### src/lsu_pkg.sv
package lsu_pkg;

	localparam int unsigned BEAT_BYTES = 8;

	typedef logic [31:0] addr_t;
	typedef logic [31:0] word_t;
	typedef logic [8*BEAT_BYTES-1:0] beat_t;
	typedef logic [BEAT_BYTES-1:0] strb_t;
	typedef logic [7:0] byte_t;
	typedef logic [2:0] offset_t;
	typedef logic [1:0] size_t;

	// access size codes, bytes = 1 << code
	localparam size_t SIZE_BYTE = 2'd0;
	localparam size_t SIZE_HALF = 2'd1;
	localparam size_t SIZE_WORD = 2'd2;

	typedef struct packed {
		logic is_store;
		logic is_unsigned;
		size_t size;
		addr_t addr;
		word_t wdata;
	} mem_req_t;

	// request after decode, base is 8-byte aligned
	typedef struct packed {
		logic is_store;
		logic is_unsigned;
		size_t size;
		addr_t base;
		offset_t offset;
		logic need_second;
		word_t wdata;
	} mem_plan_t;

	typedef struct packed {
		logic strb_first;
		logic strb_second;
		byte_t byte_first;
		byte_t byte_second;
	} lane_out_t;

	typedef enum logic [2:0] {W_IDLE, W_ADDR, W_DATA, W_RESP, W_DONE} wr_state_t;
	typedef enum logic [1:0] {R_IDLE, R_ADDR, R_DATA, R_DONE} rd_state_t;

	function automatic logic [3:0] size_bytes(input size_t size);
		return 4'd1 << size;
	endfunction

endpackage

### src/lsu_bus_master.sv
`timescale 1ns/10ps

module lsu_bus_master (
	input  logic clock,
	input  logic reset,
	input  logic plan_valid,
	input  lsu_pkg::mem_plan_t plan,
	input  lsu_pkg::lane_out_t [lsu_pkg::BEAT_BYTES-1:0] lanes,
	output logic aw_valid,
	input  logic aw_ready,
	output lsu_pkg::addr_t aw_addr,
	output logic w_valid,
	input  logic w_ready,
	output lsu_pkg::beat_t w_data,
	output lsu_pkg::strb_t w_strb,
	input  logic b_valid,
	output logic b_ready,
	output logic ar_valid,
	input  logic ar_ready,
	output lsu_pkg::addr_t ar_addr,
	input  logic r_valid,
	output logic r_ready,
	output logic second_beat,
	output logic r_fire,
	output logic done
);
	import lsu_pkg::*;

	wr_state_t wr_state;
	wr_state_t wr_next;
	rd_state_t rd_state;
	rd_state_t rd_next;
	addr_t beat_addr;
	logic aw_fire;
	logic w_fire;
	logic b_fire;
	logic ar_fire;
	logic more;

	assign aw_fire = aw_valid && aw_ready;
	assign w_fire = w_valid && w_ready;
	assign b_fire = b_valid && b_ready;
	assign ar_fire = ar_valid && ar_ready;
	assign r_fire = r_valid && r_ready;

	// another beat follows the current one
	assign more = plan.need_second && !second_beat;

	always_comb begin
		wr_next = wr_state;
		case (wr_state)
			W_IDLE: if (plan_valid && plan.is_store) wr_next = W_ADDR;
			W_ADDR: if (aw_fire) wr_next = W_DATA;
			W_DATA: if (w_fire) wr_next = W_RESP;
			W_RESP: if (b_fire) wr_next = more ? W_ADDR : W_DONE;
			W_DONE: wr_next = W_IDLE;
			default: wr_next = W_IDLE;
		endcase
	end

	always_comb begin
		rd_next = rd_state;
		case (rd_state)
			R_IDLE: if (plan_valid && !plan.is_store) rd_next = R_ADDR;
			R_ADDR: if (ar_fire) rd_next = R_DATA;
			R_DATA: if (r_fire) rd_next = more ? R_ADDR : R_DONE;
			R_DONE: rd_next = R_IDLE;
			default: rd_next = R_IDLE;
		endcase
	end

	always_ff @(posedge clock) begin
		if (reset) begin
			wr_state <= W_IDLE;
			rd_state <= R_IDLE;
		end else begin
			wr_state <= wr_next;
			rd_state <= rd_next;
		end
	end

	// set after the first beat of a split access, cleared at the end
	always_ff @(posedge clock) begin
		if (reset) begin
			second_beat <= 1'b0;
		end else if (done) begin
			second_beat <= 1'b0;
		end else if ((b_fire || r_fire) && plan.need_second) begin
			second_beat <= 1'b1;
		end
	end

	assign aw_valid = wr_state == W_ADDR;
	assign w_valid = wr_state == W_DATA;
	assign b_ready = wr_state == W_RESP;
	assign ar_valid = rd_state == R_ADDR;
	assign r_ready = rd_state == R_DATA;
	assign done = (wr_state == W_DONE) || (rd_state == R_DONE);

	assign beat_addr = second_beat ? plan.base + addr_t'(BEAT_BYTES) : plan.base;
	assign aw_addr = beat_addr;
	assign ar_addr = beat_addr;

	// pick each lane's strobe and byte for the beat in flight
	always_comb begin
		for (int j = 0; j < BEAT_BYTES; j++) begin
			w_strb[j] = second_beat ? lanes[j].strb_second : lanes[j].strb_first;
			w_data[8*j +: 8] = second_beat ? lanes[j].byte_second : lanes[j].byte_first;
		end
	end

endmodule

### src/lsu_load_align.sv
`timescale 1ns/10ps

module lsu_load_align (
	input  logic clock,
	input  logic reset,
	input  lsu_pkg::mem_plan_t plan,
	input  lsu_pkg::beat_t r_data,
	input  logic r_fire,
	input  logic second_beat,
	output lsu_pkg::word_t load_data
);
	import lsu_pkg::*;

	beat_t beat_lo;
	beat_t beat_hi;
	logic [2*$bits(beat_t)-1:0] window;
	logic [2*$bits(beat_t)-1:0] shifted;
	word_t raw;

	// first beat goes low, the beat at base+8 goes high
	always_ff @(posedge clock) begin
		if (reset) begin
			beat_lo <= '0;
			beat_hi <= '0;
		end else if (r_fire) begin
			if (second_beat) begin
				beat_hi <= r_data;
			end else begin
				beat_lo <= r_data;
			end
		end
	end

	// high half is unused unless the access was split
	assign window = {beat_hi, beat_lo};
	assign shifted = window >> {plan.offset, 3'b000};
	assign raw = shifted[$bits(word_t)-1:0];

	always_comb begin
		case (plan.size)
			SIZE_BYTE: begin
				load_data = {{24{raw[7] & !plan.is_unsigned}}, raw[7:0]};
			end
			SIZE_HALF: begin
				load_data = {{16{raw[15] & !plan.is_unsigned}}, raw[15:0]};
			end
			default: begin
				load_data = raw;
			end
		endcase
	end

endmodule

### src/lsu_req_decode.sv
`timescale 1ns/10ps

module lsu_req_decode (
	input  logic clock,
	input  logic reset,
	input  logic req_valid,
	input  lsu_pkg::mem_req_t req,
	input  logic done,
	output logic req_ready,
	output logic plan_valid,
	output lsu_pkg::mem_plan_t plan
);
	import lsu_pkg::*;

	mem_req_t held;
	logic [3:0] span_end;
	logic take;

	// free when idle, or when the current access ends this cycle
	assign req_ready = !plan_valid || done;
	assign take = req_valid && req_ready;

	always_ff @(posedge clock) begin
		if (reset) begin
			plan_valid <= 1'b0;
		end else if (take) begin
			plan_valid <= 1'b1;
		end else if (done) begin
			plan_valid <= 1'b0;
		end
	end

	always_ff @(posedge clock) begin
		if (take) begin
			held <= req;
		end
	end

	// one past the last byte, relative to the aligned base
	assign span_end = {1'b0, held.addr[2:0]} + size_bytes(held.size);

	assign plan.is_store = held.is_store;
	assign plan.is_unsigned = held.is_unsigned;
	assign plan.size = held.size;
	assign plan.base = {held.addr[31:3], 3'b000};
	assign plan.offset = held.addr[2:0];
	assign plan.need_second = span_end > 4'(BEAT_BYTES);
	assign plan.wdata = held.wdata;

endmodule

### src/lsu_store_lane.sv
`timescale 1ns/10ps

module lsu_store_lane #(
	parameter int unsigned lane = 0
) (
	input  lsu_pkg::mem_plan_t plan,
	output lsu_pkg::lane_out_t lane_out
);
	import lsu_pkg::*;

	logic [3:0] first_pos;
	logic [3:0] second_pos;
	logic [3:0] start;
	logic [3:0] stop;
	logic [3:0] first_rel;
	logic [3:0] second_rel;
	logic hit_first;
	logic hit_second;

	// this lane covers window bytes lane and lane+8
	assign first_pos = 4'(lane);
	assign second_pos = 4'(lane + BEAT_BYTES);
	assign start = {1'b0, plan.offset};
	assign stop = start + size_bytes(plan.size);
	assign first_rel = first_pos - start;
	assign second_rel = second_pos - start;

	assign hit_first = (first_pos >= start) && (first_pos < stop);
	assign hit_second = second_pos < stop;

	assign lane_out.strb_first = hit_first;
	assign lane_out.strb_second = hit_second;
	assign lane_out.byte_first = hit_first ? plan.wdata[{first_rel[1:0], 3'b000} +: 8] : '0;
	assign lane_out.byte_second = hit_second ? plan.wdata[{second_rel[1:0], 3'b000} +: 8] : '0;

endmodule

### src/lsu_top.sv
`timescale 1ns/10ps

module lsu_top (
	input  logic clock,
	input  logic reset,
	input  logic req_valid,
	input  lsu_pkg::mem_req_t req,
	output logic req_ready,
	output logic done,
	output lsu_pkg::word_t load_data,
	output logic aw_valid,
	input  logic aw_ready,
	output lsu_pkg::addr_t aw_addr,
	output logic w_valid,
	input  logic w_ready,
	output lsu_pkg::beat_t w_data,
	output lsu_pkg::strb_t w_strb,
	input  logic b_valid,
	output logic b_ready,
	output logic ar_valid,
	input  logic ar_ready,
	output lsu_pkg::addr_t ar_addr,
	input  logic r_valid,
	output logic r_ready,
	input  lsu_pkg::beat_t r_data
);
	import lsu_pkg::*;

	logic plan_valid;
	mem_plan_t plan;
	lane_out_t [BEAT_BYTES-1:0] lanes;
	logic second_beat;
	logic r_fire;

	lsu_req_decode u_decode (
		.clock(clock),
		.reset(reset),
		.req_valid(req_valid),
		.req(req),
		.done(done),
		.req_ready(req_ready),
		.plan_valid(plan_valid),
		.plan(plan)
	);

	// one store lane per byte of the beat
	for (genvar j = 0; j < BEAT_BYTES; j++) begin : g_lane
		lsu_store_lane #(
			.lane(j)
		) u_lane (
			.plan(plan),
			.lane_out(lanes[j])
		);
	end

	lsu_bus_master u_master (
		.clock(clock),
		.reset(reset),
		.plan_valid(plan_valid),
		.plan(plan),
		.lanes(lanes),
		.aw_valid(aw_valid),
		.aw_ready(aw_ready),
		.aw_addr(aw_addr),
		.w_valid(w_valid),
		.w_ready(w_ready),
		.w_data(w_data),
		.w_strb(w_strb),
		.b_valid(b_valid),
		.b_ready(b_ready),
		.ar_valid(ar_valid),
		.ar_ready(ar_ready),
		.ar_addr(ar_addr),
		.r_valid(r_valid),
		.r_ready(r_ready),
		.second_beat(second_beat),
		.r_fire(r_fire),
		.done(done)
	);

	lsu_load_align u_align (
		.clock(clock),
		.reset(reset),
		.plan(plan),
		.r_data(r_data),
		.r_fire(r_fire),
		.second_beat(second_beat),
		.load_data(load_data)
	);

endmodule
### config.mk
export PLATFORM = sky130hd
export DESIGN_NAME = lsu_top
export DESIGN_NICKNAME = d
export VERILOG_FILES = /design/src/lsu_pkg.sv /design/src/lsu_bus_master.sv /design/src/lsu_load_align.sv /design/src/lsu_req_decode.sv /design/src/lsu_store_lane.sv /design/src/lsu_top.sv
export SDC_FILE = /design/constraint.sdc
export NUM_CORES = 1
export LEC_CHECK = 0
export BUFFER_PORTS_ARGS = -buffer_cell sky130_fd_sc_hd__buf_4
export CAP_MARGIN = 25
export CORE_ASPECT_RATIO = 1.2
export CORE_UTILIZATION = 47
export CTS_BUF_LIST = sky130_fd_sc_hd__clkbuf_16
export CTS_CLUSTER_SIZE = 28
export DETAILED_ROUTE_END_ITERATION = 10
export GPL_ROUTABILITY_DRIVEN = 0
export PLACE_DENSITY_LB_ADDON = 0.25
export RECOVER_POWER = 25
export SLEW_MARGIN = 20
export SYNTH_ARGS = -nofsm -noshare
export SYNTH_HDL_FRONTEND = slang
export SYNTH_SLANG_ARGS = --single-unit
export TNS_END_PERCENT = 5
### constraint.sdc
create_clock -name clock -period 4.5 [get_ports clock]
set_clock_uncertainty 0.2 [all_clocks]
set_input_delay 0.9 -clock clock [delete_from_list [all_inputs] [get_ports clock]]
set_output_delay 0.9 -clock clock [all_outputs]
set_load 0.01 [all_outputs]
* After elaboration in Yosys (flattened, before gate mapping) *
Cells that the tools add are included.

word-level totals
  bits in registers = 203
  input port bits = 140
  output and inout bits = 175
  logic and storage cells = 171

operators by class
  add/subtract/negate cells = 18
  magnitude comparators = 25
  eq/ne operators = 15
  shift operators = 18
  mux-type cells = 47
  bitwise operators = 3
  reduce and logical (&&, ||, !) cells = 34

operators by type and width
  cell                                                               number
  indexed part select 32 x 6 -> 8 bit                                16
  2-to-1 mux 8 bit                                                   24
  right shift 128 x 6 -> 32 bit                                      1
  case mux 32 bit (2 select lines)                                   1
  adder 32 x 4 -> 32 bit (second input constant)                     1
  < comparator 4 bit (first input constant)                          8
  2-to-1 mux 32 bit                                                  1
  logical AND 1 bit                                                  18
  < comparator 3 x 4 -> 1 bit (first input constant)                 4
  subtractor 1 x 2 -> 2 bit (first input constant)                   8
  subtractor 2 bit (first input constant)                            8
  2-to-1 mux 3 bit                                                   5
  greater-or-equal comparator 3 bit (first input constant)           4
  case mux 3 bit (4 select lines)                                    1
  2-to-1 mux 1 bit                                                   10
  != test 2 bit (second input constant)                              5
  < comparator 1 x 4 -> 1 bit (first input constant)                 2
  < comparator 2 x 4 -> 1 bit (first input constant)                 2
  2-to-1 mux 2 bit                                                   4
  case mux 2 bit (4 select lines)                                    1
  == test 3 x 2 -> 1 bit (second input constant)                     2
  greater-or-equal comparator 1 x 3 -> 1 bit (first input constant)  2
  greater-or-equal comparator 2 x 3 -> 1 bit (first input constant)  2
  adder 3 x 4 -> 4 bit                                               1
  other kinds (18)                                                   29

* Depth between registers and ports, before layout *
Gate-level depths: netlist of run 1.

  depth in word-level cells = 7
  gate-level depth with buffers = 13
  mapped depth without buffers = 7

* By module *
Synthesis of run 1 repeated with hierarchy kept, for this count alone.

unflattened totals
  cells, all modules = 1358
  area total of the unflattened synthesis = 13839.5 µm²

by module, submodules not included
  module                              times used  cells an instance  area an instance (µm²)  seq. area each (µm²)
  lsu_load_align                      1           575                5218.8                  1761.7
  lsu_req_decode                      1           93                 2267.2                  2062.0
  lsu_bus_master                      1           239                2045.7                  120.1
  lsu_store_lane at g_lane[4].u_lane  1           68                 618.1                   0.0
  lsu_store_lane at g_lane[3].u_lane  1           61                 570.5                   0.0
  lsu_store_lane at g_lane[6].u_lane  1           63                 566.8                   0.0
  lsu_store_lane at g_lane[1].u_lane  1           71                 518.0                   0.0
  lsu_store_lane at g_lane[5].u_lane  1           45                 518.0                   0.0
  lsu_store_lane at g_lane[2].u_lane  1           53                 516.7                   0.0
  lsu_store_lane at g_lane[0].u_lane  1           50                 509.2                   0.0
  lsu_store_lane at g_lane[7].u_lane  1           40                 490.5                   0.0

* Least setup slack after synthesis of run 1 *
No wires, ideal clock.

  path kind = in2reg
  from = input req_valid
  to = register u_decode.held, in the netlist u_decode.plan[0] (enable)
  setup time = 516 ps
  arrival = 4240 ps
  data required time = 3784 ps
  setup slack = -456 ps
  stages on the path = 2
  buffers on the path = 0
  cells stage by stage = inv_1 -> a21oi_1

between the ends
  word-level cells in the longest chain between the ends = 1

RTL lines
  what                    line                  source
  start: declaration      lsu_top.sv:6          input logic req_valid,
  logical AND 1 bit       lsu_req_decode.sv:21  assign take = req_valid && req_ready;
  via u_decode.take       lsu_req_decode.sv:17  logic take;
  end signal: assignment  lsu_req_decode.sv:35  held <= req;
  end: declaration        lsu_req_decode.sv:15  mem_req_t held;

The timed path passes the listed nets, and every way through them passes these cells.
A chain may end at the register's enable or synchronous reset.

* Worst setup path in the final report of run 1 *
  from = register u_decode.held, in the netlist u_decode.plan[69]
  to = output w_data[41]

between the ends
  word-level cells in the longest chain between the ends = 6
  elaborated cells between the ends (all ways) = 8
  those cells by class = add/sub (1); order compare (2); shift (1); mux (3); reduce/logical (1)

RTL lines
  what                         line                   source
  << shifter 1 x 2 -> 4 bit *  lsu_pkg.sv:48          return 4'd1 << size;
  adder 3 x 4 -> 4 bit *       lsu_store_lane.sv:24   assign stop = start + size_bytes(plan.size);
  < comparator 3 x 4 -> 1 bit  lsu_store_lane.sv:28   assign hit_first = (first_pos >= start) && (first_pos < stop);
  logical AND 1 bit            lsu_store_lane.sv:28
  2-to-1 mux 8 bit             lsu_store_lane.sv:33   assign lane_out.byte_first = hit_first ? plan.wdata[{first_rel[1:0], 3'b000} +: 8] : '0;
  2-to-1 mux 8 bit *           lsu_bus_master.sv:108  w_data[8*j +: 8] = second_beat ? lanes[j].byte_second : lanes[j].byte_first;
  end: declaration             lsu_top.sv:16          output lsu_pkg::beat_t w_data,

Mark *: on every way between the ends. The rest lies on a longest branch, timed or not.

==> results of run 1 <==
-- placed cells by master, fill, tap and decap left out, types with 3 or more instances in the layout --
cell type,n
a21o_1,16
a21oi_1,97
a22oi_2,3
a31o_2,3
a31oi_1,17
and2_1,5
and3_1,5
and3b_1,3
buf_4,259
clkbuf_16,19
clkbuf_4,66
clkinv_1,4
conb_1,6
dfxtp_1,94
diode_2,5
edfxtp_1,68
ha_1,6
inv_1,29
inv_4,3
mux2_2,12
mux2i_1,17
mux4_2,79
nand2_1,301
nand3_1,25
nand4_1,12
nor2_1,15
nor2b_1,8
nor3_1,6
nor3b_1,11
o21ai_0,12
o22ai_1,29
o32ai_1,17
or2_2,5
xnor2_1,23
xor2_1,6
-- layer usage --
layer	wire (um)	global-route usage [%]
met1	11400	33.0
met5	0	0
met3	3600	8.88
met4	1620	19.5
met2	16900	51.8
-- Yosys cell counts (17+ instances only) --
cell type  count
o32ai_1       17
mux2i_1       17
o22ai_1       29
nand2_1      302
inv_1         28
buf_4         38
edfxtp_1      68
a21oi_1       98
buf_2         18
clkbuf_1      49
xnor2_1       23
dfxtp_1       95
a31oi_1       17
mux4_2        79
nand3_1       25
-- cells by family after synthesis --
family                   Yosys count
XOR/XNOR                          29
AO/OA/AOI/OAI                    220
adder cells (fa/ha/maj)            6
AND/OR/NAND/NOR                  406
other                              1
flip-flops                       163
buffers and inverters            143
multiplexers                     108
-- sequential cells by signal, indices dropped and copies added (netlist names) --
name                  flops
u_align.beat_lo          64
u_decode.plan            68
u_master.wr_state         3
u_align.beat_hi          24
u_decode.plan_valid       1
u_master.second_beat      1
u_master.rd_state         2
-- worst min-delay path by stage --
stage | slack [ns] | from | end
after floorplan | 0.23 | u_align.beat_hi[16] | u_align.beat_hi[16]
after global placement | 0.24 | u_align.beat_hi[20] | u_align.beat_hi[20]
after detailed placement | 0.25 | u_align.beat_hi[20] | u_align.beat_hi[20]
after CTS | 0.26 | u_align.beat_hi[16] | u_align.beat_hi[16]
after global routing | 0.28 | u_align.beat_hi[16] | u_align.beat_hi[16]
final | 0.26 | u_align.beat_hi[20] | u_align.beat_hi[20]
-- repair_timing --
action	in CTS	in global routing
setup buffers	0	0
endpoints found under the hold margin	0	0
endpoints found under the setup margin	0	10
gates resized for setup	0	2
-- power breakdown --
group          switching, mW  internal, mW  total (mW)  leakage (nW)
combinational          0.441         0.381       0.822          3.60
clock                  0.614         0.766        1.38         0.279
sequential            0.0476          1.59        1.64          1.41
-- critical path: stages, from the launching register on --
cell	delay, ns
edfxtp_1	0.51
nand2b_1	0.29
xnor2_1	0.17
ha_1	0.21
or2_2	0.27
o221a_2	0.40
a22oi_2	0.49
o22ai_1	0.27
buf_4	0.20
-- cell type report --
class / count / area, sq um / share of cell area (%)
antenna: 5 / 12.5 / 0.0955
clock buffer: 19 / 475 / 3.63
clock inverter: 13 / 76.3 / 0.582
inverter: 30 / 113 / 0.859
multi-input combinational: 775 / 5620 / 42.9
sequential: 163 / 3950 / 30.1
tap: 270 / 338 / 2.58
timing repair buffer: 331 / 2530 / 19.3
-- metrics by stage --
step | total power, mW | instances | cell area [sq um] | hold WS [ns] | util [%]
after CTS | 3.86 | 1600 | 13100 | 0.260 | 61.6
after floorplan | 2.12 | 1081 | 10300 | 0.233 | -
after global placement | 2.48 | 1568 | 12500 | 0.242 | 59.0
after detailed placement | 2.49 | 1568 | 12500 | 0.251 | 59.0
final | 3.84 | 1606 | 13100 | 0.257 | 61.9
after global routing | 3.99 | 1606 | 13100 | 0.275 | 61.9
==> impl_metrics.py, run 1 <==
metrics = {
    "yosys": {
        "synthesis.area_sq_mm": 0.0102,
        "synth_area_leaders": "edfxtp_1 20%, dfxtp_1 19%, mux4_2 17%, nand2_1 11%, a21oi_1 4.8%",
        "synth_xor_area_share_pct": 2.48,
        "ys_types": 61,
        "synth_fa_ha_area_share_pct": 0.734,
        "synth-simple-area-share_pct": 16.9,
        "syn_avg_cell_area_sq_um": 9.51,
        "synth_top_family_by_area": "multiplexers",
        "synth-seq-area-share_pct": 38.5,
        "async_flop_share_pct": 0,
        "synth_edf_count": 68,
        "ys.flop_type": "dfxtp_1",
        "yosysTopAreaCell": "edfxtp_1",
        "synthMuxAreaShare_pct": 20.4,
        "synth_top_area_share_pct": 20.0,
        "syn_inst": 1076,
        "synth_compound_area_share_pct": 13.8,
        "yosys_warnings": 0,
        "synth_seq_cells": 163,
    },
    "clock_tree": {
        "root_buffer": "clkbuf_16",
        "htreeDepth": 4,
        "ctsHoldBuffers": 0,
        "clk_latency_ns": 0.43,
        "cts.sinks": 163,
        "cts_buffer_depth": 2,
        "cts_tree": "built",
        "cts_made_buffers": 17,
        "clk_pin_slew_ns": 0.06,
    },
    "routing": {
        "drt_pass1_iterations": 6,
        "num_vias": 9500,
        "wl_per_cell_um": 20.8,
        "vias_per_cell": 5.92,
        "drt_iter0_drc": 754,
        "postRouteWirelength_um": 33500,
        "drcViolationCount": 0,
        "ant_nets": 0,
    },
    "outcome": {
        "violations": "max-capacitance violations, max-slew violations",
        "status": "finished with violations",
    },
    "placed_design": {
        "hpwl_um": 25100,
        "detailedPlace.worstSlack_ns": 0.480,
        "portBuffers": 308,
    },
    "critical_path": {
        "path_max_fanout": 14,
        "cp-end-kind": "output port",
        "cp-endpoint": "w_data[41]",
        "r2r-end": "u_master.rd_state[1]",
        "worstPathArrival_ns": 3.25,
        "r2r_cells": 7,
        "timing.critical_path.from": "u_decode.plan[69]",
        "required_ns": 3.40,
        "critPathKind": "register to output port",
        "reg2reg_slack_ns": 1.69,
        "r2r_start": "u_decode.plan[69]",
        "startpoint_type": "register",
    },
    "power_and_ir_drop": {
        "ir_worst_vdd_uv": 265,
        "power.leakage_nw": 5.29,
        "power_density_mw_per_mm2": 293,
    },
    "global_routing": {
        "grt_max_degree": 97,
        "grtUsageTotal_pct": 30.5,
        "grt_pass1_wl_um": 50400,
        "grt_pass1_vias": 9251,
        "grt-ovfl-total": 0,
        "grt_antenna_before_repair": 5,
    },
    "sta": {
        "final_hold_viol_count": 0,
        "rsz0062_at_grt": "no",
        "setup_viol": 0,
        "max_freq_mhz": 230,
        "period_share_pct": 96.7,
        "relSlewSlack_pct": -32.1,
        "slew_violations": 96,
        "setup_slack_ns": 0.149,
        "setup_tns_ns": 0,
        "period_minus_slack_ns": 4.35,
        "worst_slew_pin_slew_ns": 1.98,
    },
    "floorplan": {
        "die_y_um": 164,
        "num_rows": 58,
        "coreArea_sq_mm": 0.0212,
        "start_util_pct": 48.3,
        "floorplan.die_area_sq_mm": 0.0224,
        "ios": 315,
        "die_width_um": 137,
    },
    "layout": {
        "n_fill_cell": 1802,
        "syn2layout_area_growth_pct": 28.1,
        "nets": 1464,
        "drive_gt1_share_pct": 35.6,
    },
    "worst_hold_path": {
        "hp-class": "register to register",
        "min_path_cells": 2,
    },
    "flow_run": {
        "maxCapViolations": 1,
    },
}
No activity file was read; power rests on OpenSTA's default activity.
==> run 2, diff against run 1 <==
==> constraint.sdc (replaced) <==
create_clock -name clock -period 4.5 [get_ports clock]
set_clock_uncertainty 0.2 [all_clocks]
set_input_delay 0.675 -clock clock [delete_from_list [all_inputs] [get_ports clock]]
set_output_delay 0.675 -clock clock [all_outputs]
set_load 0.01 [all_outputs]
==> run 2 against run 1 <==
The flow still finishes with violations (max-capacitance violations, max-slew violations). Sequential cell count unchanged. Cell count decreased by 0.25%. Via count increased by 1.3%. Total power increased by 2.4%. Clock power increased by 7%. First-iteration DRC count increased by 22%. Worst setup slack improved by 0.15 ns. Fmax increased by 3.6%.
==> impl_metrics.py, run 2 (same netlist as run 1, synthesis figures left out) <==
metrics = {
    "outcome": {
        "status": "finished with violations",
        "violations": "max-capacitance violations, max-slew violations",
    },
    "clock_tree": {
        "cts.sinks": 163,
        "cts_buffer_depth": 2,
        "cts_tree": "built",
        "htreeDepth": 4,
        "ctsHoldBuffers": 0,
        "clk_pin_slew_ns": 0.07,
        "postCtsSetupRepairBufs": 0,
        "clk_latency_ns": 0.43,
        "cts_made_buffers": 17,
        "root_buffer": "clkbuf_16",
    },
    "worst_hold_path": {
        "hp-class": "primary input to register",
        "whs_endpoint": "u_decode.plan[55]",
        "min_from": "req[51]",
        "min_path_cells": 1,
    },
    "critical_path": {
        "r2r_cells": 6,
        "cp-end-kind": "output port",
        "crit_buf_inv": 1,
        "critPathKind": "register to output port",
        "cp_slowest_cell": "o2111ai_1",
        "r2r-end": "u_align.beat_lo[7]",
        "crit_family": "compound AO/OA/AOI/OAI gates",
        "path_max_fanout": 14,
        "crit_chain": "nand2b_1, xnor2_1, ha_1, or2_2, o221a_2, o2111ai_1, a31oi_1, buf_4",
        "required_ns": 3.62,
        "worstPathArrival_ns": 3.32,
        "r2r_start": "u_master.second_beat",
        "startpoint_type": "register",
        "slowest_delay_ns": 0.72,
        "reg2reg_slack_ns": 1.51,
    },
    "flow_run": {
        "maxCapViolations": 2,
    },
    "power_and_ir_drop": {
        "power_switching_mw": 1.18,
        "switching_share_pct": 29.9,
        "p_int_mw": 2.76,
        "power.leakage_nw": 5.23,
        "ir_worst_vdd_uv": 281,
        "p_seq_share_pct": 41.8,
        "clkPwrFrac_pct": 37.6,
        "power_density_mw_per_mm2": 302,
        "comb_power_share_pct": 20.6,
    },
    "layout": {
        "layout_common_cells": "301 x nand2_1, 251 x buf_4, 97 x a21oi_1",
        "drive_gt1_share_pct": 35.0,
        "nets": 1461,
        "largest_register_ffs": 68,
        "fin_cells": 1602,
        "syn2layout_area_growth_pct": 27.4,
        "layout_commonest_cell": "nand2_1",
    },
    "floorplan": {
        "ios": 315,
        "coreArea_sq_mm": 0.0212,
        "start_util_pct": 48.3,
        "floorplan.die_area_sq_mm": 0.0224,
        "die_width_um": 137,
        "die_y_um": 164,
        "num_rows": 58,
    },
    "sta": {
        "rsz0062_at_grt": "no",
        "max_freq_mhz": 238,
        "worst_slew_pin_slew_ns": 1.96,
        "relSlewSlack_pct": -30.8,
        "period_minus_slack_ns": 4.20,
        "slew_violations": 165,
        "period_share_pct": 93.3,
        "whs_ns": 0.234,
        "setup_tns_ns": 0,
        "setup_viol": 0,
        "final_hold_viol_count": 0,
    },
    "global_routing": {
        "grt_max_degree": 96,
        "grt_pass1_wl_um": 50900,
        "grt_antenna_before_repair": 4,
        "grt-ovfl-total": 0,
        "grtUsageTotal_pct": 30.6,
        "grt_pass1_vias": 9146,
    },
    "routing": {
        "num_vias": 9622,
        "drcViolationCount": 0,
        "wl_per_cell_um": 21.2,
        "vias_per_cell": 6.01,
        "postRouteWirelength_um": 33900,
        "drt_pass1_iterations": 8,
        "ant_nets": 0,
        "drt_iter0_drc": 918,
    },
    "placed_design": {
        "portBuffers": 308,
        "hpwl_um": 25100,
        "dp_cells": 1565,
    },
}
==> run 2: layout make-up <==
class | instances | area [sq um]
clock inverter | 15 | 163
fill | 1861 | 8150
clock buffer | 17 | 425
antenna | 4 | 10.0
sequential | 163 | 3950
inverter | 30 | 113
timing repair buffer | 328 | 2430
tap | 270 | 338
multi-input combinational | 775 | 5620
==> run 2: worst max-delay path by stage <==
stage                      start    endpoint  slack, ns  cells past startpoint
3_5_place_dp   u_decode.plan[69]  w_data[34]       0.69                      9
5_1_grt        u_decode.plan[33]  w_data[35]       0.13                      7
4_1_cts        u_decode.plan[69]  w_data[34]       0.22                      9
6_report       u_decode.plan[69]  w_data[17]       0.30                      8
3_3_place_gp   u_decode.plan[69]  w_data[34]       0.73                      9
2_1_floorplan  u_decode.plan[34]  w_data[32]       0.61                     13
==> run 2: timing repair <==
| item | in CTS | in global routing |
|---|---|---|
| hold endpoints to repair | 0 | 0 |
| gates resized for setup | 0 | 1 |
| endpoints found under the setup margin | 0 | 1 |
==> run 2: layer usage <==
| metal | wire [um] | part of all wire (%) | global-route usage, % |
|---|---|---|---|
| met5 | 0 | 0 | 0 |
| met4 | 1410 | 4.2 | 16.0 |
| met3 | 3260 | 9.6 | 7.05 |
| met2 | 17200 | 51 | 52.5 |
| met1 | 12100 | 36 | 35.3 |
==> run 2: per-stage QoR <==
step | power [mW] | util (%) | setup WS, ns | cell area, sq um
global route | 4.07 | 61.5 | 0.134 | 13000
CTS | 3.95 | 61.6 | 0.220 | 13100
detailed placement | 2.49 | 58.9 | 0.685 | 12500
global placement | 2.48 | 58.9 | 0.732 | 12500
finish | 3.93 | 61.5 | 0.301 | 13000
floorplan | 2.12 | - | 0.611 | 10300
==> run 2: power groups by stage <==
stage	combinational (mW)	clock (mW)	sequential (mW)
global placement	0.802	0	1.67
floorplan	0.464	0	1.66
CTS	0.814	1.50	1.64
detailed placement	0.811	0	1.68
finish	0.810	1.48	1.65
global route	0.871	1.55	1.65
